`src/logic/display_pkg.sv`:
```
`default_nettype none

package display_pkg;

	// Segment a on bit 6 down to g on bit 0, lit when 1
	typedef logic [6:0] glyph_t;

	typedef glyph_t [0:5] digits_t;	// Digit 0 leftmost

	localparam int msg_len = 16;

	localparam glyph_t blank_glyph = 7'h00;

	function automatic glyph_t to_glyph(input logic [3:0] value);
		case (value)
			4'd0:    return 7'h7E;
			4'd1:    return 7'h30;
			4'd2:    return 7'h6D;
			4'd3:    return 7'h79;
			4'd4:    return 7'h33;
			4'd5:    return 7'h5B;
			4'd6:    return 7'h5F;
			4'd7:    return 7'h72;
			4'd8:    return 7'h7F;
			4'd9:    return 7'h7B;
			default: return blank_glyph;
		endcase
	endfunction

endpackage

`default_nettype wire

```
`src/logic/tester_pkg.sv`:
```
`default_nettype none

package tester_pkg;

	localparam int data_width = 8;
	localparam int prog_depth = 32;	// Program bytes per level

	typedef logic [data_width-1:0] byte_t;

	typedef enum logic [1:0]
	{
		op_jmp   = 2'd0,
		op_load  = 2'd1,
		op_store = 2'd2,
		op_arith = 2'd3
	} opcode_e;

	// ALU function, carried in the ra field of arith instructions
	typedef enum logic [1:0]
	{
		alu_add = 2'd1,
		alu_sub = 2'd2,
		alu_nop = 2'd3
	} alu_e;

	typedef struct packed
	{
		opcode_e    opcode;
		logic [1:0] ra;
		logic [1:0] rb;
		logic [1:0] imm;
	} instr_t;

	typedef enum logic [2:0]
	{
		level_0 = 3'd0,
		level_1 = 3'd1,
		level_2 = 3'd2
	} level_e;

	typedef enum logic
	{
		phase_run   = 1'b0,
		phase_check = 1'b1
	} phase_e;

	localparam byte_t done_marker = 8'h22;	// Written by the CPU when finished
	localparam byte_t nop_instr = 8'hC0;

	typedef struct packed
	{
		phase_e phase;
		level_e level;
		byte_t  n_errors;
	} tester_status_t;

endpackage

`default_nettype wire
```
`src/logic/cpu_tester.sv`:
```
`timescale 1ns/1ps
`default_nettype none

module cpu_tester import tester_pkg::*, display_pkg::*;
#(
	parameter int cycle_limit = 100,
	parameter int scroll_div = 24999999
)
(
	input  wire        clk,
	input  wire        areset,
	input  wire [2:0]  btn,
	input  byte_t      imem_addr,
	input  byte_t      tb_data,
	output byte_t      imem_data,
	output logic       green_light,
	output logic       orange_light,
	output logic       red_light,
	output digits_t    disp
);

	level_e         level;
	byte_t          prog_data;
	byte_t          expected;
	logic [4:0]     exp_index;
	tester_status_t status;

	// Buttons sampled only while held in reset
	always_ff @(posedge clk)
	begin
		if (areset)
			level <= btn[0] ? level_0 : (btn[1] ? level_1 : level_2);
	end

	program_rom i_program_rom
	(
		.clk       (clk),
		.areset    (areset),
		.level     (level),
		.imem_addr (imem_addr),
		.exp_index (exp_index),
		.prog_data (prog_data),
		.expected  (expected)
	);

	test_sequencer #(.cycle_limit(cycle_limit)) i_test_sequencer
	(
		.clk          (clk),
		.areset       (areset),
		.level        (level),
		.tb_data      (tb_data),
		.prog_data    (prog_data),
		.expected     (expected),
		.exp_index    (exp_index),
		.imem_data    (imem_data),
		.green_light  (green_light),
		.orange_light (orange_light),
		.red_light    (red_light),
		.status       (status)
	);

	message_scroller #(.scroll_div(scroll_div)) i_message_scroller
	(
		.clk    (clk),
		.areset (areset),
		.status (status),
		.disp   (disp)
	);

endmodule

`default_nettype wire

```
`src/logic/message_scroller.sv`:
```
`timescale 1ns/1ps
`default_nettype none

module message_scroller import tester_pkg::*, display_pkg::*;
#(
	parameter int scroll_div = 24999999
)
(
	input  wire            clk,
	input  wire            areset,
	input  tester_status_t status,
	output digits_t        disp
);

	localparam int cnt_w = (scroll_div > 0) ? $clog2(scroll_div + 1) : 1;

	logic [cnt_w-1:0] tick_cnt;
	logic [3:0]       offset;
	logic [3:0]       mask;
	logic [3:0]       tens;
	byte_t            units;
	glyph_t           level_glyph;
	glyph_t           tens_glyph;
	glyph_t           units_glyph;
	glyph_t           msg [msg_len];

	always_comb
	begin
		if (status.n_errors < 8'd10)
			tens = 4'd0;
		else if (status.n_errors < 8'd20)
			tens = 4'd1;
		else if (status.n_errors < 8'd30)
			tens = 4'd2;
		else
			tens = 4'd3;	// Capped
	end

	assign units = status.n_errors - {4'd0, tens} * 8'd10;

	assign level_glyph = to_glyph({1'b0, status.level});
	assign tens_glyph = to_glyph(tens);
	assign units_glyph = to_glyph(units[3:0]);

	always_comb
	begin
		if (status.n_errors != '0)
			msg = '{7'h0E, level_glyph, 7'h00, 7'h47, 7'h77, 7'h06, 7'h0E, 7'h4F,
				7'h3D, 7'h08, 7'h08, 7'h4E, tens_glyph, units_glyph, 7'h78, 7'h00};
		else
			msg = '{7'h0E, 7'h4F, 7'h1E, 7'h4F, 7'h0E, 7'h00, level_glyph, 7'h00,
				7'h67, 7'h77, 7'h5B, 7'h5B, 7'h4F, 7'h3D, 7'h08, 7'h00};
	end

	// Short window while the CPU runs
	assign mask = (status.phase == phase_check) ? 4'(msg_len - 1) : 4'd7;

	always_ff @(posedge clk)
	begin
		if (areset)
		begin
			tick_cnt <= '0;
			offset <= '0;
			disp <= {6{blank_glyph}};
		end
		else if (tick_cnt == cnt_w'(scroll_div))
		begin
			tick_cnt <= '0;
			offset <= (offset + 4'd1) & mask;
			for (int i = 0; i < 6; i++)
				disp[i] <= msg[(offset + 4'(i)) & mask];
		end
		else
		begin
			tick_cnt <= tick_cnt + 1'b1;
		end
	end

endmodule

`default_nettype wire

```
`src/logic/test_sequencer.sv`:
```
`timescale 1ns/1ps
`default_nettype none

module test_sequencer import tester_pkg::*;
#(
	parameter int cycle_limit = 100
)
(
	input  wire            clk,
	input  wire            areset,
	input  level_e         level,
	input  byte_t          tb_data,
	input  byte_t          prog_data,
	input  byte_t          expected,
	output logic [4:0]     exp_index,
	output byte_t          imem_data,
	output logic           green_light,
	output logic           orange_light,
	output logic           red_light,
	output tester_status_t status
);

	phase_e     phase;
	byte_t      cycle_cnt;
	logic [6:0] probe_cnt;	// Saturates at 64
	byte_t      n_errors;
	instr_t     probe;
	logic       first_pair;

	always_ff @(posedge clk)
	begin
		if (areset)
		begin
			phase <= phase_run;
			cycle_cnt <= '0;
			probe_cnt <= '0;
			n_errors <= '0;
		end
		else if (phase == phase_check)
		begin
			if (probe_cnt[0] && (tb_data != expected))
				n_errors <= n_errors + 8'd1;	// Wraps
			if (!probe_cnt[6])
				probe_cnt <= probe_cnt + 7'd1;
		end
		else if ((tb_data == done_marker) || (cycle_cnt == byte_t'(cycle_limit)))
		begin
			phase <= phase_check;
		end
		else
		begin
			cycle_cnt <= cycle_cnt + 8'd1;
		end
	end

	assign first_pair = (probe_cnt < 7'd2);

	// Even probes do r0 arithmetic, odd probes read a register back
	always_comb
	begin
		probe = instr_t'(nop_instr);
		if (!probe_cnt[6])
		begin
			if (probe_cnt[0])
				probe = '{opcode: op_load, ra: first_pair ? 2'd1 : 2'd2,
					rb: 2'd0, imm: 2'd0};
			else
				probe = '{opcode: op_arith, ra: first_pair ? alu_sub : alu_add,
					rb: 2'd0, imm: first_pair ? 2'd0 : 2'd1};
		end
	end

	assign exp_index = probe_cnt[5:1];
	assign imem_data = (phase == phase_check) ? byte_t'(probe) : prog_data;

	assign orange_light = (phase == phase_run);
	assign red_light = (n_errors != '0);
	assign green_light = !((phase == phase_check) && red_light);

	assign status = '{phase: phase, level: level, n_errors: n_errors};

endmodule

`default_nettype wire

```
`src/logic/program_rom.sv`:
```
`timescale 1ns/1ps
`default_nettype none

module program_rom import tester_pkg::*;
(
	input  wire         clk,
	input  wire         areset,
	input  level_e      level,
	input  byte_t       imem_addr,
	input  wire [4:0]   exp_index,
	output byte_t       prog_data,
	output byte_t       expected
);

	localparam logic [1:0] r0 = 2'd0;
	localparam logic [1:0] r1 = 2'd1;
	localparam logic [1:0] r2 = 2'd2;
	localparam logic [1:0] r3 = 2'd3;

	function automatic byte_t mem_op(opcode_e op, logic [1:0] ra, logic [1:0] rb,
		logic [1:0] imm);
		instr_t i;
		i = '{opcode: op, ra: ra, rb: rb, imm: imm};
		return i;
	endfunction

	function automatic byte_t alu_op(alu_e fn, logic [1:0] rd, logic [1:0] rs);
		instr_t i;
		i = '{opcode: op_arith, ra: fn, rb: rd, imm: rs};
		return i;
	endfunction

	function automatic byte_t jump(logic [5:0] target);
		instr_t i;
		i = '{opcode: op_jmp, ra: target[5:4], rb: target[3:2], imm: target[1:0]};
		return i;
	endfunction

	function automatic byte_t prog_byte(level_e lvl, logic [4:0] addr);
		case (lvl)
			level_0:
				case (addr)
					5'd0:                      return alu_op(alu_nop, r0, r0);
					5'd1:                      return mem_op(op_load, r0, r1, 2'd0);
					5'd2:                      return mem_op(op_load, r2, r1, 2'd0);
					5'd3, 5'd4, 5'd5, 5'd6, 5'd7: return alu_op(alu_add, r0, r0);
					5'd8, 5'd9:                return alu_op(alu_add, r0, r2);
					5'd10:                     return mem_op(op_store, r0, r2, 2'd0);
					5'd11:                     return mem_op(op_load, r0, r2, 2'd0);
					default:                   return jump(6'h00);
				endcase
			level_1:
				case (addr)
					5'd0, 5'd1:                return alu_op(alu_nop, r0, r0);
					5'd2:                      return mem_op(op_load, r0, r1, 2'd0);
					5'd3:                      return jump(6'h0d);	// Skip the dead block
					5'd10:                     return mem_op(op_load, r0, r2, 2'd0);
					5'd15:                     return jump(6'h01);
					5'd16:                     return mem_op(op_load, r2, r1, 2'd0);
					5'd17, 5'd18, 5'd19, 5'd20, 5'd21: return alu_op(alu_add, r0, r0);
					5'd22, 5'd24:              return alu_op(alu_add, r2, r2);
					5'd23:                     return alu_op(alu_add, r0, r2);
					5'd25:                     return mem_op(op_store, r0, r2, 2'd0);
					5'd26:                     return jump(6'h30);
					default:                   return jump(6'h00);
				endcase
			default:
				case (addr)
					5'd1:        return mem_op(op_load, r0, r0, 2'd1);
					5'd2:        return mem_op(op_load, r1, r0, 2'd0);
					5'd3:        return mem_op(op_load, r2, r1, 2'd1);
					5'd4:        return alu_op(alu_add, r2, r1);
					5'd5:        return mem_op(op_load, r3, r2, 2'd2);
					5'd6:        return alu_op(alu_add, r3, r2);
					5'd7:        return mem_op(op_store, r0, r2, 2'd1);
					5'd8, 5'd10: return alu_op(alu_add, r2, r3);
					5'd9:        return mem_op(op_store, r2, r0, 2'd1);
					5'd11:       return alu_op(alu_add, r1, r1);
					5'd12:       return alu_op(alu_sub, r2, r1);
					5'd13:       return mem_op(op_store, r2, r1, 2'd0);
					5'd14:       return alu_op(alu_add, r2, r0);
					5'd15:       return mem_op(op_store, r2, r1, 2'd1);
					5'd16:       return mem_op(op_load, r2, r3, 2'd1);
					5'd17:       return mem_op(op_store, r1, r2, 2'd1);
					5'd18:       return mem_op(op_load, r3, r1, 2'd1);
					default:     return alu_op(alu_nop, r3, r3);	// 0xFF filler
				endcase
		endcase
	endfunction

	// Table is index+1 in BCD, with a few per-level deviations
	function automatic byte_t exp_value(level_e lvl, logic [4:0] idx);
		logic [5:0] n;
		byte_t v;
		n = 6'(idx) + 6'd1;
		v = {4'(n / 6'd10), 4'(n % 6'd10)};
		case (lvl)
			level_0: if (idx == 5'd1) v = 8'h22;
			level_1: if (idx == 5'd4) v = 8'h22;
			default:
				case (idx)
					5'd3:  v = 8'h17;
					5'd6:  v = 8'h20;
					5'd7:  v = 8'h22;
					5'd9:  v = 8'h02;
					5'd24: v = 8'h06;
					default: ;
				endcase
		endcase
		return v;
	endfunction

	always_comb
	begin
		prog_data = nop_instr;	// Above the program area
		if (imem_addr < byte_t'(prog_depth))
			prog_data = prog_byte(level, imem_addr[4:0]);
	end

	// Read one cycle ahead of the odd-probe compare
	always_ff @(posedge clk)
	begin
		if (areset)
			expected <= '0;
		else
			expected <= exp_value(level, exp_index);
	end

endmodule

`default_nettype wire

```
`config.mk`:
```
export PLATFORM = sky130hd
export DESIGN_NAME = cpu_tester
export DESIGN_NICKNAME = d
export VERILOG_FILES = /design/src/logic/display_pkg.sv /design/src/logic/tester_pkg.sv /design/src/logic/cpu_tester.sv /design/src/logic/message_scroller.sv /design/src/logic/test_sequencer.sv /design/src/logic/program_rom.sv
export SDC_FILE = /design/constraint.sdc
export NUM_CORES = 1
export LEC_CHECK = 0
export BUFFER_PORTS_ARGS = -buffer_cell sky130_fd_sc_hd__buf_4
export CELL_PAD_IN_SITES_DETAIL_PLACEMENT = 1
export CELL_PAD_IN_SITES_GLOBAL_PLACEMENT = 1
export CORE_MARGIN = 10
export CORE_UTILIZATION = 45
export DETAILED_ROUTE_END_ITERATION = 8
export PLACE_DENSITY_LB_ADDON = 0.1
export SYNTH_ARGS = -nofsm -noshare
export SYNTH_HDL_FRONTEND = slang
export SYNTH_SLANG_ARGS = --single-unit
export TNS_END_PERCENT = 100
```
`constraint.sdc`:
```
create_clock -name clk -period 4.4 [get_ports clk]
set_input_delay 0.44 -clock clk [delete_from_list [all_inputs] [get_ports clk]]
set_output_delay 0.44 -clock clk [all_outputs]
set_load 0.03 [all_outputs]
```
### After elaboration in Yosys (flattened, before gate mapping)

Memories as Yosys holds them, arrays and structs flattened. A register that Yosys moved wholly into a read port is not among the register bits.
Cells that the tools add are included.

| word-level totals | value |
|---|---|
| register bits after elaboration | 106 |
| memory bits (read-only) | 904 |
| bits of input ports | 21 |
| output and inout port bits | 53 |
| word-level logic and storage cells | 125 |
| memories kept | 6 |

Memories:

| memory | depth | bits a word | read ports | clocked after Yosys merged registers in | wr ports | line | RTL |
|---|---|---|---|---|---|---|---|
| (no name shown) | 32 | 8 | 1 | 0 | 0 | program_rom.sv:53 | `case (addr)` |
| (no name shown) | 32 | 8 | 1 | 0 | 0 | program_rom.sv:68 | `case (addr)` |
| (no name shown) | 16 | 7 | 1 | 0 | 0 | display_pkg.sv:15 | `case (value)` |
| (no name shown) | 16 | 7 | 1 | 0 | 0 | display_pkg.sv:15 |  |
| (no name shown) | 16 | 7 | 1 | 0 | 0 | program_rom.sv:42 | `case (addr)` |
| (no name shown) | 8 | 7 | 1 | 1 | 0 | display_pkg.sv:15 |  |

| cells by class | value |
|---|---|
| add/subtract/negate cells | 11 |
| $mul | 1 |
| div/mod/pow operators | 2 |
| order comparisons | 11 |
| equal/unequal tests | 12 |
| muxes and demuxes | 42 |
| bitwise gates (word level) | 15 |
| reduce and logical (&&, ||, !) cells | 10 |

Operator list:

| cell | count |
|---|---|
| $bmux W7 S4 | 6 |
| $mux W105 | 1 |
| $mux W7 | 13 |
| $mux W8 | 7 |
| $pmux W8 S5 | 1 |
| $pmux W8 S2 | 2 |
| $ge A5 B5 Y1 const B | 6 |
| $not A4 Y5 | 6 |
| $add A25 B1 Y25 const B | 1 |
| $eq A25 B25 Y1 const B | 1 |
| $and A4 B4 Y4 | 6 |
| $add A8 B1 Y8 const B | 2 |
| $lt A8 B5 Y1 const B | 2 |
| $eq A5 B3 Y1 const B | 3 |
| $mux W4 | 3 |
| $add A4 B2 Y4 const B | 2 |
| $add A4 B3 Y4 const B | 2 |
| $eq A8 B6 Y1 const B | 1 |
| $eq A8 B7 Y1 const B | 1 |
| $lt A8 B4 Y1 const B | 1 |
| $lt A8 B6 Y1 const B | 1 |
| $ne A8 B8 Y1 | 1 |
| $reduce_bool A8 Y1 | 1 |
| $add A7 B1 Y7 const B | 1 |
| other kinds (22) | 33 |

### Longest topological paths before layout

An unclocked memory read counts as a cell.

| logic depth | value |
|---|---|
| depth after elaboration | 11 |
| depth in mapped cells | 14 |
| depth with buffers taken out | 12 |

### Modules after synthesis

A second synthesis with hierarchy kept.

| unflattened totals | value |
|---|---|
| cell total of the unflattened synthesis | 1308 |
| area, all modules | 9460.3 um2 |

By module, submodules not included:

| module | instances | cells each | area an instance (um2) | seq. area each (um2) |
|---|---|---|---|---|
| message_scroller | 1 | 902 | 6427.4 | 1421.4 |
| program_rom | 1 | 231 | 1534.0 | 140.1 |
| test_sequencer | 1 | 170 | 1417.6 | 480.5 |
| cpu_tester | 1 | 5 | 81.3 | 60.1 |

### Worst setup path before layout

Ideal clock, no wire load.

| path | value |
|---|---|
| path kind | register -> register |
| start point | register i_test_sequencer.n_errors[4] |
| end point | register i_message_scroller.disp[28] (netlist bit) |
| library setup time | 136 ps |
| arrival | 3190 ps |
| data required time | 4264 ps |
| setup slack | 1074 ps |
| cell stages (with the launch flop) | 15 |
| cell sequence | dfxtp_1 clkbuf_1 or3b_2 nand2_1 a21o_1 ha_1 inv_1 fa_1 nor2b_1 o21ai_0 o211a_1 buf_2 mux2_2 o211ai_1 a41oi_1 |

| between the ends | value |
|---|---|
| word-level cells in the longest chain between the ends | 11 |

Ends and longest elaborated chain:

| element | line | RTL |
|---|---|---|
| start, declared | test_sequencer.sv:26 | `byte_t n_errors;` |
| start signal, assigned | test_sequencer.sv:42 | `n_errors <= n_errors + 8'd1;` |
| $lt A8 B5 Y1 | message_scroller.sv:33 | `else if (status.n_errors < 8'd30)` |
| $mux W1 | message_scroller.sv:33 |  |
| $mux W4 | message_scroller.sv:31 | `else if (status.n_errors < 8'd20)` |
| $mux W4 | message_scroller.sv:29 | `if (status.n_errors < 8'd10)` |
| $mul A4 B3 Y3 | message_scroller.sv:39 | `assign units = status.n_errors - {4'd0, tens} * 8'd10;` |
| $sub A4 B4 Y4 | message_scroller.sv:39 |  |
| $mem_v2 Z16 W7 | - |  |
| $mux W105 * | message_scroller.sv:47 | `if (status.n_errors != '0)` |
| $bmux W7 S4 * | message_scroller.sv:71 | `disp[i] <= msg[(offset + 4'(i)) & mask];` |
| $mux W7 (implied by the code) * (2 in a row) | message_scroller.sv:71 |  |
| end signal, assigned | message_scroller.sv:64 | `disp <= {6{blank_glyph}};` |
| end signal, assigned by index | message_scroller.sv:71 |  |
| end, declared | message_scroller.sv:12 | `output digits_t disp` |

Mark *: on every way between the ends. The rest lies on a longest branch, timed or not. The select of a mux whose other input is x is not followed.
A chain may end at the register's enable or synchronous reset.

### Worst setup path after layout

| path | value |
|---|---|
| start point | register i_test_sequencer.n_errors[4] |
| end point | register i_message_scroller.disp[23] (netlist bit) |

Same word-level chain as after synthesis.

==> flow_metrics.env <==
export IMPL_num_nets_final=1384
export IMPL_via_count=10600
export IMPL_p_per_area_nw_per_um2=194
export IMPL_vdd_drop_max_mv=0.144
export IMPL_async_flop_share_pct=0
export IMPL_start_util_pct=46.1
export IMPL_gp_congestion=0.956
export IMPL_hold_class="in -> reg"
export IMPL_synth_most_common_cell="nand2_1"
export IMPL_synth_area_sq_um=9410
export IMPL_port_buffers=72
export IMPL_fin_worst_skew_ps=13.0
export IMPL_grt_pass1_wl_um=58600
export IMPL_clk_pin_slew_ps=80
export IMPL_worst_pin_slew_ps=1100
export IMPL_synth_edf_count=2
export IMPL_fin_crit_ps=4000
export IMPL_synth_top_cells_by_count="nand2_1 (142), nor2_1 (131), dfxtp_1 (107)"
export IMPL_required_ps=4710
export IMPL_clockBufferDepth=2
export IMPL_route_detailed_drc=0
export IMPL_synth_xor_area_share_pct=5.40
export IMPL_post_dp_hpwl_um=26100
export IMPL_ys_seq_elements=109
export IMPL_drv_slew=0
export IMPL_cp_max_fo=12
export IMPL_post_cts_resized=0
export IMPL_coreArea_sq_um=20400
export IMPL_worstSetupPathType="reg -> reg"
export IMPL_max_slew_margin_pct=25.9
export IMPL_row_count=52
export IMPL_syn_num_nets=1383
export IMPL_synth_top_family_by_area="compound AO/OA/AOI/OAI gates"
export IMPL_htreeDepth=3
export IMPL_postLayoutSetupSlackWorst_ps=395
export IMPL_yosys_area_top_type="dfxtp_1"
export IMPL_synth_compound_area_share_pct=31.0
export IMPL_synthMuxAreaShare_pct=2.45
export IMPL_cp_slowest_stage_delay_ps=820
export IMPL_drive_above_1_share_pct=11.4
export IMPL_min_period_over_period_pct=91.0
export IMPL_cpMaxStageDelayCell="mux2i_1"
export IMPL_wl_per_cell_um=23.4
export IMPL_rsz0062_at_grt="no"
export IMPL_finalSetupViolations=0
export IMPL_cts_buffers_inserted=9
export IMPL_ios=74
export IMPL_startpoint_type="register"
export IMPL_place_area_sq_um=10100
export IMPL_finalInstanceArea_sq_um=10400
export IMPL_cp_arrival_ps=4320
export IMPL_cts_hold_buf=0
export IMPL_hold_viol_final=0
export IMPL_overflow=0
export IMPL_seq_area_frac_synth_pct=23.4
export IMPL_track_usage_pct=26.9
export IMPL_synth_main_ff_cell="dfxtp_1"
export IMPL_synth_cells=1322
export IMPL_p_leak_uw=0.00394
export IMPL_fmax_ghz=0.250
export IMPL_synthAdderAreaFrac_pct=5.40
export IMPL_ant_nets=0
export IMPL_cp_end_kind="register"
export IMPL_synth_cell_types=83
export IMPL_synth_warnings=0
export IMPL_grt_max_degree=66
export IMPL_die_area_sq_um=27100
export IMPL_synthSimpleGateAreaFrac_pct=26.0
export IMPL_wirelength_um=37400
export IMPL_cts_root_buf="clkbuf_16"
export IMPL_cts_tree="yes"
export IMPL_clock_sinks=109
export IMPL_final_setup_tns_ps=0
export IMPL_dp_slack_ps=574
export IMPL_drt_iter0_drc=1148
export IMPL_clk_latency_ps=370
export IMPL_vias_per_cell=6.65
export IMPL_first_pass_iters=5
export IMPL_status="completed"
export IMPL_dieHeight_um=165
export IMPL_synth_avg_cell_area_sq_um=7.12
export IMPL_maxCapViolCount=0
export IMPL_postCtsSetupBuffers=0
export IMPL_fp_dieW_um=165
export IMPL_crit_chain="or3b_2 > nand2_1 > a21o_1 > ha_1 > inv_1 > fa_1 > nor2b_1 > o21ai_0 > o211ai_2 > mux2i_1 > buf_4 > o2111ai_1 > nand3_1"
export IMPL_syn_to_final_growth_pct=10.5
export IMPL_synth_area_leaders="dfxtp_1 (23%), nand2_1 (5.7%), a21oi_1 (5.5%), nor2_1 (5.2%), ha_1 (5.2%)"
export IMPL_antenna_found_initial=2
export IMPL_yosysTopAreaCellShare_pct=22.8
export IMPL_first_global_vias=10400
export IMPL_final_fill_count=2666
## final timing paths
| path | start | to | slack [ps] | cells past startpoint |
|---|---|---|---|---|
| max | i_test_sequencer.n_errors[4] | i_message_scroller.disp[23] | 400 | 13 |
| min | btn[0] | level[1] | 370 | 2 |
| max reg2reg | i_test_sequencer.n_errors[4] | i_message_scroller.disp[23] | 400 | 13 |
| min reg2reg | i_message_scroller.disp[29] | i_message_scroller.disp[29] | 460 | 2 |
## layer usage
layer	GRT usage (%)	part of all wire, %
met4	10.2	3.4
met1	35.4	43
met2	42.1	45
met5	0	0
met3	5.88	9.3
## cells in the final DEF (no fill, tap or decap), types with 12 or more instances in the layout
cell / count
nand2_1: 142
and3_1: 15
nor2b_1: 16
a211oi_1: 16
buf_4: 108
a21oi_1: 102
nor4_1: 22
dfxtp_1: 106
a31oi_1: 37
nand3_1: 51
nor2_1: 131
o21ai_0: 97
mux2i_1: 16
o2111ai_1: 15
xnor2_1: 20
nor3_1: 28
inv_1: 36
nand4_1: 17
nand2b_1: 16
o31ai_1: 15
xor2_1: 36
ha_1: 39
a311oi_1: 12
## cell families after synthesis
| kind of cell | after synthesis |
|---|---|
| buffers and inverters | 157 |
| flip-flops | 109 |
| XOR/XNOR | 58 |
| multiplexers | 21 |
| adder cells (fa/ha/maj) | 40 |
| AND/OR/NAND/NOR | 500 |
| AO/OA/AOI/OAI | 437 |
## sequential cells by signal (all words and copies together), names as in the netlist
name / cells
i_message_scroller.disp: 42
i_test_sequencer.probe_cnt: 7
i_program_rom.expected: 7
i_message_scroller.tick_cnt: 25
i_test_sequencer.n_errors: 8
level: 2
i_message_scroller.offset: 4
i_test_sequencer.phase: 1
i_message_scroller.level_glyph: 5
i_test_sequencer.cycle_cnt: 8
## worst max-delay path: cells and delay by family, from the launching register on
kind | cells | cell delay, ps
flops | 1 | 550
fa+ha+maj | 2 | 580
mux | 1 | 820
simple gates | 4 | 860
compound gates | 4 | 800
buf+inv | 2 | 330
## final cells by class
class,count,area (sq um),share of cell area [%]
diodes,1,2.50,0.0241
repair buffers,108,811,7.80
clock buffers,11,233,2.24
clock inverters,5,40.0,0.385
multi-input cells,1056,6620,63.7
well taps,270,338,3.25
inverters,39,146,1.41
flip-flops and latches,109,2200,21.2
## through the flow
step	total power, uW	hold slack (ps)	instances	utilization, %
finish	2010	374	1599	50.9
global route	2070	374	1598	50.9
CTS	2020	364	1598	50.9
detailed placement	1210	445	1582	49.5
global placement	1210	443	1582	49.5
floorplan	1140	442	1322	-
## where the power goes
| group | total, uW | internal (uW) | leakage [uW] | switching (uW) |
|---|---|---|---|---|
| Combinational | 159 | 59.0 | 0.00292 | 100 |
| Sequential | 1030 | 1000 | 0.000885 | 30.7 |
| Clock | 822 | 393 | 0.000135 | 430 |
(Power assumes the default switching activity.)
